## config.mk

```make
export PLATFORM = sky130hd
export DESIGN_NAME = apb_periph_subsystem
export DESIGN_NICKNAME = d
export VERILOG_FILES = /design/src/apb_periph_pkg.sv /design/src/apb_periph_decoder.sv /design/src/apb_gpio.sv /design/src/apb_pwm_timer.sv /design/src/apb_soc_ctrl.sv /design/src/apb_periph_subsystem.sv
export VERILOG_INCLUDE_DIRS = /design/src /design/src/src
export SDC_FILE = /design/constraint.sdc
export NUM_CORES = 1
export LEC_CHECK = 0
export ABC_CLOCK_PERIOD_IN_PS = 3300
export BUFFER_PORTS_ARGS = -buffer_cell sky130_fd_sc_hd__buf_2
export CAP_MARGIN = 20
export CORE_MARGIN = 4
export CORE_UTILIZATION = 55
export CTS_BUF_LIST = sky130_fd_sc_hd__clkbuf_8
export DETAILED_ROUTE_END_ITERATION = 6
export PLACE_DENSITY = 0.86
export SETUP_SLACK_MARGIN = 0.2
export SLEW_MARGIN = 20
export SYNTH_ARGS = -nofsm -noshare
export SYNTH_HDL_FRONTEND = slang
export SYNTH_SLANG_ARGS = --single-unit
```

## constraint.sdc

```tcl
create_clock -name clk_i -period 3.3 [get_ports clk_i]
set_input_delay 0.165 -clock clk_i [delete_from_list [all_inputs] [get_ports clk_i]]
set_output_delay 0.165 -clock clk_i [all_outputs]
set_load 0.02 [all_outputs]
```

## src/apb_periph_defines.svh

```systemverilog
/*
 * APB peripheral subsystem parameters
 * Bus widths, address map, register offsets and the SoC identifier
 */
`ifndef APB_PERIPH_DEFINES_SVH
`define APB_PERIPH_DEFINES_SVH

`define APB_AW 32
`define APB_DW 32

// One 4 KiB window per slave
`define NUM_SLAVES  3
`define SLV_SEL_LSB 12
`define SLV_SEL_MSB 15
`define REG_OFF_LSB 2
`define REG_OFF_MSB 5

`define NUM_GPIO     16
`define PWM_CH       4
`define PWM_CW       16
`define SOC_ID_VALUE 32'h50C0_0A01

// Word offsets inside each window
`define GPIO_OUT    4'h0
`define GPIO_DIR    4'h1
`define GPIO_IN     4'h2
`define PWM_CTRL    4'h0
`define PWM_PERIOD  4'h1
`define PWM_CMP0    4'h2
`define PWM_CMP1    4'h3
`define PWM_CMP2    4'h4
`define PWM_CMP3    4'h5
`define SOC_CLUSTER 4'h0
`define SOC_ID      4'h1

`endif

```

## src/apb_periph_pkg.sv

```systemverilog
/*
 * APB peripheral subsystem types
 * Bus request and response structs plus the pad and cluster control bundles
 */
`include "apb_periph_defines.svh"

package apb_periph_pkg;

   typedef logic [`APB_AW-1:0]                  apb_addr_t;
   typedef logic [`APB_DW-1:0]                  apb_data_t;
   typedef logic [`REG_OFF_MSB-`REG_OFF_LSB:0]  reg_off_t;

   // Requester side of an APB transfer
   typedef struct packed {
      logic       psel;
      logic       penable;
      logic       pwrite;
      apb_addr_t  paddr;
      apb_data_t  pwdata;
   } apb_req_t;

   // Completer side
   typedef struct packed {
      apb_data_t  prdata;
      logic       pready;
      logic       pslverr;
   } apb_rsp_t;

   typedef struct packed {
      logic [`NUM_GPIO-1:0] out;
      logic [`NUM_GPIO-1:0] oe;
   } gpio_pads_t;

   // Field order matches the SOC_CLUSTER register bits [2:0]
   typedef struct packed {
      logic fetch_en;
      logic boot_en;
      logic cluster_rstn;
   } cluster_ctrl_t;

endpackage

```

## src/apb_periph_decoder.sv

```systemverilog
/*
 * APB address decoder
 * Routes each transfer to the slave picked by the window bits and
 * returns its response, or an error for an unmapped window
 */
`include "apb_periph_defines.svh"

module apb_periph_decoder (
   input  logic                      clk_i,
   input  logic                      rst_n_i,
   input  apb_periph_pkg::apb_req_t  slv_req_i,
   output apb_periph_pkg::apb_rsp_t  slv_rsp_o,
   output apb_periph_pkg::apb_req_t  mst_req_o [`NUM_SLAVES],
   input  apb_periph_pkg::apb_rsp_t  mst_rsp_i [`NUM_SLAVES]
);

   logic [`SLV_SEL_MSB-`SLV_SEL_LSB:0] win;
   logic [`NUM_SLAVES-1:0]             sel;
   logic [`NUM_SLAVES-1:0]             mst_psel;
   logic                               mapped;
   logic                               access;

   assign win    = slv_req_i.paddr[`SLV_SEL_MSB:`SLV_SEL_LSB];
   assign mapped = |sel;
   assign access = slv_req_i.psel && slv_req_i.penable;

   // Fan the request out, only the hit slave sees psel and penable
   always_comb begin
      for (int i = 0; i < `NUM_SLAVES; i++) begin
         sel[i]               = (win == i);
         mst_req_o[i]         = slv_req_i;
         mst_req_o[i].psel    = slv_req_i.psel && sel[i];
         mst_req_o[i].penable = slv_req_i.penable && sel[i];
         mst_psel[i]          = mst_req_o[i].psel;
      end
   end

   always_comb begin
      // Unmapped window answers at once with an error and zero data
      slv_rsp_o.prdata  = '0;
      slv_rsp_o.pready  = access;
      slv_rsp_o.pslverr = access && !mapped;
      for (int i = 0; i < `NUM_SLAVES; i++) begin
         if (sel[i]) begin
            slv_rsp_o = mst_rsp_i[i];
         end
      end
   end

   a_psel_onehot: assert property (
      @(posedge clk_i) disable iff (!rst_n_i)
      $onehot0(mst_psel)
   ) else $error("more than one APB slave selected");

   // Requester must hold the transfer until it completes
   a_req_stable: assert property (
      @(posedge clk_i) disable iff (!rst_n_i)
      slv_req_i.psel && !(slv_req_i.penable && slv_rsp_o.pready)
      |=> slv_req_i.psel
          && $stable(slv_req_i.paddr)
          && $stable(slv_req_i.pwrite)
          && $stable(slv_req_i.pwdata)
   ) else $error("APB request changed before completion");

endmodule

```

## src/apb_gpio.sv

```systemverilog
/*
 * APB GPIO block
 * Output value and direction registers plus a two-stage
 * synchronizer on the raw pin inputs
 */
`include "apb_periph_defines.svh"

module apb_gpio (
   input  logic                        clk_i,
   input  logic                        rst_n_i,
   input  apb_periph_pkg::apb_req_t    req_i,
   output apb_periph_pkg::apb_rsp_t    rsp_o,
   input  logic [`NUM_GPIO-1:0]        gpio_in_i,
   output apb_periph_pkg::gpio_pads_t  gpio_pads_o
);
   import apb_periph_pkg::*;

   reg_off_t             reg_off;
   logic                 access;
   logic                 wr_en;
   logic [`NUM_GPIO-1:0] out_q;
   logic [`NUM_GPIO-1:0] dir_q;
   logic [`NUM_GPIO-1:0] sync1_q;
   logic [`NUM_GPIO-1:0] sync2_q;

   assign reg_off = req_i.paddr[`REG_OFF_MSB:`REG_OFF_LSB];
   assign access  = req_i.psel && req_i.penable;
   assign wr_en   = access && req_i.pwrite;

   always_ff @(posedge clk_i or negedge rst_n_i) begin
      if (!rst_n_i) begin
         out_q <= '0;
         dir_q <= '0;
      end else if (wr_en) begin
         // GPIO_IN is read only, writes there are dropped
         if (reg_off == `GPIO_OUT) begin
            out_q <= req_i.pwdata[`NUM_GPIO-1:0];
         end
         if (reg_off == `GPIO_DIR) begin
            dir_q <= req_i.pwdata[`NUM_GPIO-1:0];
         end
      end
   end

   // Pins are asynchronous to clk_i
   always_ff @(posedge clk_i or negedge rst_n_i) begin
      if (!rst_n_i) begin
         sync1_q <= '0;
         sync2_q <= '0;
      end else begin
         sync1_q <= gpio_in_i;
         sync2_q <= sync1_q;
      end
   end

   always_comb begin
      rsp_o.prdata  = '0;
      rsp_o.pready  = access;
      rsp_o.pslverr = 1'b0;
      case (reg_off)
         `GPIO_OUT: rsp_o.prdata = apb_data_t'(out_q);
         `GPIO_DIR: rsp_o.prdata = apb_data_t'(dir_q);
         `GPIO_IN:  rsp_o.prdata = apb_data_t'(sync2_q);
         default:   rsp_o.pslverr = access;
      endcase
   end

   assign gpio_pads_o.out = out_q;
   assign gpio_pads_o.oe  = dir_q;

   // Access phase always follows a cycle with psel high
   a_penable_psel: assert property (
      @(posedge clk_i) disable iff (!rst_n_i)
      req_i.penable |-> req_i.psel && $past(req_i.psel)
   ) else $error("GPIO penable without a setup phase");

endmodule

```

## src/apb_pwm_timer.sv

```systemverilog
/*
 * APB PWM timer
 * One free running counter shared by four compare channels with
 * registered outputs
 */
`include "apb_periph_defines.svh"

module apb_pwm_timer (
   input  logic                      clk_i,
   input  logic                      rst_n_i,
   input  apb_periph_pkg::apb_req_t  req_i,
   output apb_periph_pkg::apb_rsp_t  rsp_o,
   output logic [`PWM_CH-1:0]        pwm_o
);
   import apb_periph_pkg::*;

   reg_off_t             reg_off;
   logic                 access;
   logic                 wr_en;
   logic [`PWM_CH-1:0]   cmp_hit;
   logic                 en_q;
   logic [`PWM_CW-1:0]   period_q;
   logic [`PWM_CW-1:0]   cmp_q [`PWM_CH];
   logic [`PWM_CW-1:0]   cnt_q;
   logic [`PWM_CH-1:0]   pwm_q;

   assign reg_off = req_i.paddr[`REG_OFF_MSB:`REG_OFF_LSB];
   assign access  = req_i.psel && req_i.penable;
   assign wr_en   = access && req_i.pwrite;

   assign cmp_hit = {reg_off == `PWM_CMP3, reg_off == `PWM_CMP2,
                     reg_off == `PWM_CMP1, reg_off == `PWM_CMP0};

   always_ff @(posedge clk_i or negedge rst_n_i) begin
      if (!rst_n_i) begin
         en_q     <= 1'b0;
         period_q <= '0;
         for (int n = 0; n < `PWM_CH; n++) begin
            cmp_q[n] <= '0;
         end
      end else if (wr_en) begin
         if (reg_off == `PWM_CTRL) begin
            en_q <= req_i.pwdata[0];
         end
         if (reg_off == `PWM_PERIOD) begin
            period_q <= req_i.pwdata[`PWM_CW-1:0];
         end
         for (int n = 0; n < `PWM_CH; n++) begin
            if (cmp_hit[n]) begin
               cmp_q[n] <= req_i.pwdata[`PWM_CW-1:0];
            end
         end
      end
   end

   // Counts 0..period, so one PWM cycle is period+1 clocks
   always_ff @(posedge clk_i or negedge rst_n_i) begin
      if (!rst_n_i) begin
         cnt_q <= '0;
         pwm_q <= '0;
      end else begin
         if (!en_q || cnt_q >= period_q) begin
            cnt_q <= '0;
         end else begin
            cnt_q <= cnt_q + 1'b1;
         end
         for (int n = 0; n < `PWM_CH; n++) begin
            pwm_q[n] <= en_q && (cnt_q < cmp_q[n]);
         end
      end
   end

   assign pwm_o = pwm_q;

   always_comb begin
      rsp_o.prdata  = '0;
      rsp_o.pready  = access;
      rsp_o.pslverr = 1'b0;
      case (reg_off)
         `PWM_CTRL:   rsp_o.prdata = apb_data_t'(en_q);
         `PWM_PERIOD: rsp_o.prdata = apb_data_t'(period_q);
         `PWM_CMP0:   rsp_o.prdata = apb_data_t'(cmp_q[0]);
         `PWM_CMP1:   rsp_o.prdata = apb_data_t'(cmp_q[1]);
         `PWM_CMP2:   rsp_o.prdata = apb_data_t'(cmp_q[2]);
         `PWM_CMP3:   rsp_o.prdata = apb_data_t'(cmp_q[3]);
         default:     rsp_o.pslverr = access;
      endcase
   end

   // a period write may leave the counter above it for one cycle
   a_cnt_in_period: assert property (
      @(posedge clk_i) disable iff (!rst_n_i)
      en_q && $stable(period_q) |-> cnt_q <= period_q
   ) else $error("PWM counter above period");

endmodule

```

## src/apb_soc_ctrl.sv

```systemverilog
/*
 * APB SoC control block
 * Cluster reset release, boot and fetch enables plus a read-only ID
 */
`include "apb_periph_defines.svh"

module apb_soc_ctrl (
   input  logic                           clk_i,
   input  logic                           rst_n_i,
   input  apb_periph_pkg::apb_req_t       req_i,
   output apb_periph_pkg::apb_rsp_t       rsp_o,
   output apb_periph_pkg::cluster_ctrl_t  cluster_ctrl_o
);
   import apb_periph_pkg::*;

   reg_off_t       reg_off;
   logic           access;
   logic           wr_en;
   cluster_ctrl_t  ctrl_q;

   assign reg_off = req_i.paddr[`REG_OFF_MSB:`REG_OFF_LSB];
   assign access  = req_i.psel && req_i.penable;
   assign wr_en   = access && req_i.pwrite;

   // Cluster stays in reset with fetch off until software releases it
   always_ff @(posedge clk_i or negedge rst_n_i) begin
      if (!rst_n_i) begin
         ctrl_q <= '0;
      end else if (wr_en && reg_off == `SOC_CLUSTER) begin
         ctrl_q.cluster_rstn <= req_i.pwdata[0];
         ctrl_q.boot_en      <= req_i.pwdata[1];
         ctrl_q.fetch_en     <= req_i.pwdata[2] && req_i.pwdata[0];
      end
   end

   assign cluster_ctrl_o = ctrl_q;

   always_comb begin
      rsp_o.prdata  = '0;
      rsp_o.pready  = access;
      rsp_o.pslverr = 1'b0;
      case (reg_off)
         `SOC_CLUSTER: rsp_o.prdata = apb_data_t'(ctrl_q);
         `SOC_ID:      rsp_o.prdata = `SOC_ID_VALUE;
         default:      rsp_o.pslverr = access;
      endcase
   end

   a_fetch_needs_rstn: assert property (
      @(posedge clk_i) disable iff (!rst_n_i)
      cluster_ctrl_o.fetch_en |-> cluster_ctrl_o.cluster_rstn
   ) else $error("cluster fetch enabled while held in reset");

endmodule

```

## src/apb_periph_subsystem.sv

```systemverilog
/*
 * APB peripheral subsystem
 * One APB target port decoded onto GPIO, PWM timer and SoC control
 */
`include "apb_periph_defines.svh"

module apb_periph_subsystem (
   input  logic                           clk_i,
   input  logic                           rst_n_i,
   input  apb_periph_pkg::apb_req_t       apb_req_i,
   output apb_periph_pkg::apb_rsp_t       apb_rsp_o,
   input  logic [`NUM_GPIO-1:0]           gpio_in_i,
   output apb_periph_pkg::gpio_pads_t     gpio_pads_o,
   output logic [`PWM_CH-1:0]             pwm_o,
   output apb_periph_pkg::cluster_ctrl_t  cluster_ctrl_o
);
   import apb_periph_pkg::*;

   apb_req_t periph_req [`NUM_SLAVES];
   apb_rsp_t periph_rsp [`NUM_SLAVES];

   apb_periph_decoder i_decoder (
      .clk_i     ( clk_i      ),
      .rst_n_i   ( rst_n_i    ),
      .slv_req_i ( apb_req_i  ),
      .slv_rsp_o ( apb_rsp_o  ),
      .mst_req_o ( periph_req ),
      .mst_rsp_i ( periph_rsp )
   );

   // Window 0
   apb_gpio i_gpio (
      .clk_i       ( clk_i         ),
      .rst_n_i     ( rst_n_i       ),
      .req_i       ( periph_req[0] ),
      .rsp_o       ( periph_rsp[0] ),
      .gpio_in_i   ( gpio_in_i     ),
      .gpio_pads_o ( gpio_pads_o   )
   );

   // Window 1
   apb_pwm_timer i_pwm_timer (
      .clk_i   ( clk_i         ),
      .rst_n_i ( rst_n_i       ),
      .req_i   ( periph_req[1] ),
      .rsp_o   ( periph_rsp[1] ),
      .pwm_o   ( pwm_o         )
   );

   // Window 2
   apb_soc_ctrl i_soc_ctrl (
      .clk_i          ( clk_i          ),
      .rst_n_i        ( rst_n_i        ),
      .req_i          ( periph_req[2]  ),
      .rsp_o          ( periph_rsp[2]  ),
      .cluster_ctrl_o ( cluster_ctrl_o )
   );

endmodule

```

==> out/summary.txt <==
LAYOUT
--------------------------------------------------------------------------------
Commonest non-fill, non-tap cell in the layout                      sky130_fd_sc_hd__dfrtp_1
Area Growth Syn to Fin                                                     13.2%
Fraction of layout cells with a size suffix above 1                        0.259
Filler Cells Inserted                                                       1229
Final Net Count                                                             1136
Commonest cells after routing, fill and taps aside                  sky130_fd_sc_hd__dfrtp_1, sky130_fd_sc_hd__buf_2, sky130_fd_sc_hd__inv_1, sky130_fd_sc_hd__ha_1, sky130_fd_sc_hd__mux2_2
Number of inserted diodes                                                      0

LOGIC SYNTHESIS
--------------------------------------------------------------------------------
Combinational family with the most area after synthesis             multiplexers
Number of enable flip-flop cells after synthesis                               0
Synth Instances                                                              857
Average cell area after synthesis                                      11.0 um^2
XOR/XNOR Fraction of Synth Area                                           0.0131
Count of cell types in the netlist                                            63
Post-synth design cell area                                            9390 um^2
Async set-reset flop share out of synthesis                                 1.00
YS warnings                                                                    0
Adder-cell area share of the yosys netlist                                 0.103
Synthesized-area fraction occupied by and/or/nand/nor cells                0.110
Portion of the post-synthesis area used by sequential elements             0.448
Compound-cell area share of the yosys netlist                             0.0984
Fraction of post-synthesis cell area in the top cell type by area          0.448
Synth top area cells                                                sky130_fd_sc_hd__dfrtp_1, sky130_fd_sc_hd__ha_1, sky130_fd_sc_hd__mux2_2
Leading area contributor after synthesis                            sky130_fd_sc_hd__dfrtp_1
Multiplexer area fraction after synthesis                                  0.161
Dominant synthesized flop cell                                      sky130_fd_sc_hd__dfrtp_1
Synthesized flop and latch total                                             168

CLOCK NETWORK
--------------------------------------------------------------------------------
Number of clock buffers inserted by TritonCTS                                 17
Clock sink total                                                             168
Setup bufs post-CTS                                                            0
Later-pin clock latency in the skew report                               0.48 ns
Post_cts resized                                                               0
Clock root buffer                                                   sky130_fd_sc_hd__clkbuf_8
Clock transition at the registers of the reported paths                  0.10 ns
Clock tree from TritonCTS                                                   done
CTS H-tree depth                                                               4
Maximum buffer depth of the clock tree                                         2

GLOBAL ROUTE
--------------------------------------------------------------------------------
Wire length of the first global-routing pass                             40.5 mm
Tot GR Track Use                                                           0.264
Vias in the first global route                                              7471
Pin count of the biggest net entering global routing                          97
Number of antenna violations at the first check in global routing              0
Overflow left after global routing                                             0

STA
--------------------------------------------------------------------------------
RSZ-0062 raised after global routing                                          no
Count of endpoints failing hold in the final timing report                     0
Actual slew at the worst max-slew pin                                   0.879 ns
Time the worst path needs with I/O delays and setup                      2.78 ns
Final worst path period share                                              0.841
Setup violations, final                                                        0
Final clock skew                                                       0.0178 ns
Maximum achievable frequency                                           0.360 GHz
Remaining max-slew budget at the tightest pin                              0.414
Hold Worst Slack                                                       0.0215 ns
Slew Viols, Final                                                              0
Summed negative setup slack over all endpoints                              0 ns

DIE
--------------------------------------------------------------------------------
Die Footprint                                                         19200 um^2
X dimension of the die                                                    139 um
Cell row count                                                                47
Area of the core                                                      16600 um^2
Die Y                                                                     139 um
Boundary pin count                                                           158
Initial core utilization                                                   0.564

CRITICAL PATH
--------------------------------------------------------------------------------
Largest fanout on the critical path                                           16
Crit path launch type                                                   register
Critical Path Sink Type                                                 register
Data arrival time of the critical path                                   3.18 ns
Startpoint of the worst-slack reg-to-reg timing path                i_pwm_timer.cnt_q[0]
Launch point of the critical path                                   i_pwm_timer.cnt_q[0]
Required time of the critical path                                       3.70 ns
Type of the worst setup path                                        register to register

PLACEMENT
--------------------------------------------------------------------------------
Detailed placement HPWL                                                  17.4 mm
Gp weighted congestion                                                     0.947
Count of port buffers added during placement                                 105

POWER
--------------------------------------------------------------------------------
Power density of the placed cells                                    382 nW/um^2
Static leakage                                                           5.37 nW
IR drop worst, VDD                                                    0.000336 V

RUN STATUS
--------------------------------------------------------------------------------
Status                                                              finished clean

ROUTING
--------------------------------------------------------------------------------
Total via count after detailed routing                                      7281
Routed WL                                                                25.1 mm
Antenna violation net count after detailed routing                             0
Detailed router's first-iteration violation count                            637
Detailed-router iteration count before antenna repair                          7
Total DRC errors in the routed layout                                          0
Per-cell via count in the routed design                                     6.03
Detailed-route wire length per cell                                      20.8 um

MIN PATH
--------------------------------------------------------------------------------
Type of the most critical hold path                                 input pin to register
Worst min-delay path startpoint                                     apb_req_i[2]

JOB
--------------------------------------------------------------------------------
Number of max-capacitance violations reported                                  0

[cell families after synthesis]
kind of cell / count (synthesis)
compound gates: 142
simple gates: 192
flops: 168
xor+xnor: 14
fa+ha+maj: 77
other cells: 1
mux: 131
buf+inv: 132
[path summary, 6_finish.rpt]
path	to	slack, ns	cells after the start
max in group asynchronous	i_pwm_timer.cmp_q[35]	2.06	3
hold / removal	i_pwm_timer.cmp_q[34]	0.02	3
setup / recovery	i_pwm_timer.cnt_q[14]	0.52	7
hold reg to reg	i_gpio.sync2_q[9]	0.35	0
setup reg to reg	i_pwm_timer.cnt_q[14]	0.52	7
min in group asynchronous	i_gpio.dir_q[1]	0.32	2
[metal layers]
metal | GRT usage | part of all wire | vias to the layer above
li1 | - | - | 3236
met1 | 0.350 | 0.41 | 3639
met2 | 0.433 | 0.48 | 352
met3 | 0.0597 | 0.080 | 54
met4 | 0.0844 | 0.026 | 0
met5 | 0 | 0 | -
[stage by stage]
stage | total power, mW | worst slack, ns | instances | utilization | cell area (um^2)
CTS | 4.06 | 0.482 | 1207 | 0.639 | 10600
global route | 4.19 | 0.322 | 1207 | 0.639 | 10600
floorplan | 2.33 | 1.23 | 868 | - | 9440
finish | 4.06 | 0.524 | 1207 | 0.639 | 10600
detailed placement | 2.47 | 0.652 | 1154 | 0.601 | 10000
global placement | 2.46 | 0.845 | 1154 | 0.601 | 10000
[synth_stat cells (3+ instances only)]
cell / n
sky130_fd_sc_hd__dfrtp_1: 168
sky130_fd_sc_hd__inv_1: 83
sky130_fd_sc_hd__ha_1: 77
sky130_fd_sc_hd__mux2_2: 74
sky130_fd_sc_hd__nor2_1: 55
sky130_fd_sc_hd__nand2_1: 47
sky130_fd_sc_hd__o21ai_0: 42
sky130_fd_sc_hd__mux2i_1: 31
sky130_fd_sc_hd__a21oi_1: 30
sky130_fd_sc_hd__mux2_4: 20
sky130_fd_sc_hd__buf_4: 19
sky130_fd_sc_hd__nand4_1: 17
sky130_fd_sc_hd__nand3_1: 15
sky130_fd_sc_hd__o22ai_1: 13
sky130_fd_sc_hd__clkbuf_1: 12
sky130_fd_sc_hd__a221oi_1: 11
sky130_fd_sc_hd__buf_2: 10
sky130_fd_sc_hd__nor3_1: 10
sky130_fd_sc_hd__a211oi_1: 8
sky130_fd_sc_hd__a21o_1: 8
sky130_fd_sc_hd__xnor2_1: 8
sky130_fd_sc_hd__buf_6: 7
sky130_fd_sc_hd__and3_1: 6
sky130_fd_sc_hd__mux2_1: 6
sky130_fd_sc_hd__nand2b_1: 6
sky130_fd_sc_hd__xor2_1: 6
sky130_fd_sc_hd__a2111oi_0: 5
sky130_fd_sc_hd__a211o_1: 5
sky130_fd_sc_hd__and2_1: 4
sky130_fd_sc_hd__nand3_4: 4
sky130_fd_sc_hd__nand3b_1: 4
sky130_fd_sc_hd__nor2b_1: 4
sky130_fd_sc_hd__o2111ai_1: 4
sky130_fd_sc_hd__a22o_1: 3
[state kept, by name, summed over array words and instances (netlist names)]
register                   cells
i_pwm_timer.cnt_q             16
i_gpio.dir_q                  16
i_soc_ctrl.cluster_ctrl_o      3
i_gpio.sync1_q                16
i_pwm_timer.cmp_q             64
i_gpio.out_q                  16
i_pwm_timer.en_q               1
i_pwm_timer.period_q          16
i_gpio.sync2_q                16
i_pwm_timer.pwm_o              4
[worst max-delay path, stage by stage (launching register included)]
cell	delay (ns)
sky130_fd_sc_hd__dfrtp_1	0.57
sky130_fd_sc_hd__inv_1	0.09
sky130_fd_sc_hd__ha_1	0.29
sky130_fd_sc_hd__nand2b_1	0.14
sky130_fd_sc_hd__a2111oi_0	0.74
sky130_fd_sc_hd__or4_1	0.23
sky130_fd_sc_hd__o2111ai_2	0.41
sky130_fd_sc_hd__nor2_1	0.23
[repair_timing]
action / CTS / global route
endpoints found under the hold margin: 112 / 0
hold buffers: 21 / 0
setup endpoints to repair: 0 / 0
[layout make-up]
cell class	instances	area, um^2	share of cell area
clock buffer	17	234	0.0220
timing repair buffer	136	817	0.0769
multi-input combinational	568	4600	0.433
inverter	83	312	0.0293
clock inverter	15	190	0.0179
sequential	168	4200	0.395
tap	220	275	0.0259
[where the power goes]
group          total [mW]  switching (mW)  internal [mW]  leakage, nW
clock                1.60           0.835          0.768        0.212
combinational       0.334           0.219          0.115         2.96
sequential           2.13          0.0253           2.10         2.19
total                4.06            1.08           2.98         5.37
(Power assumes the default switching activity.)
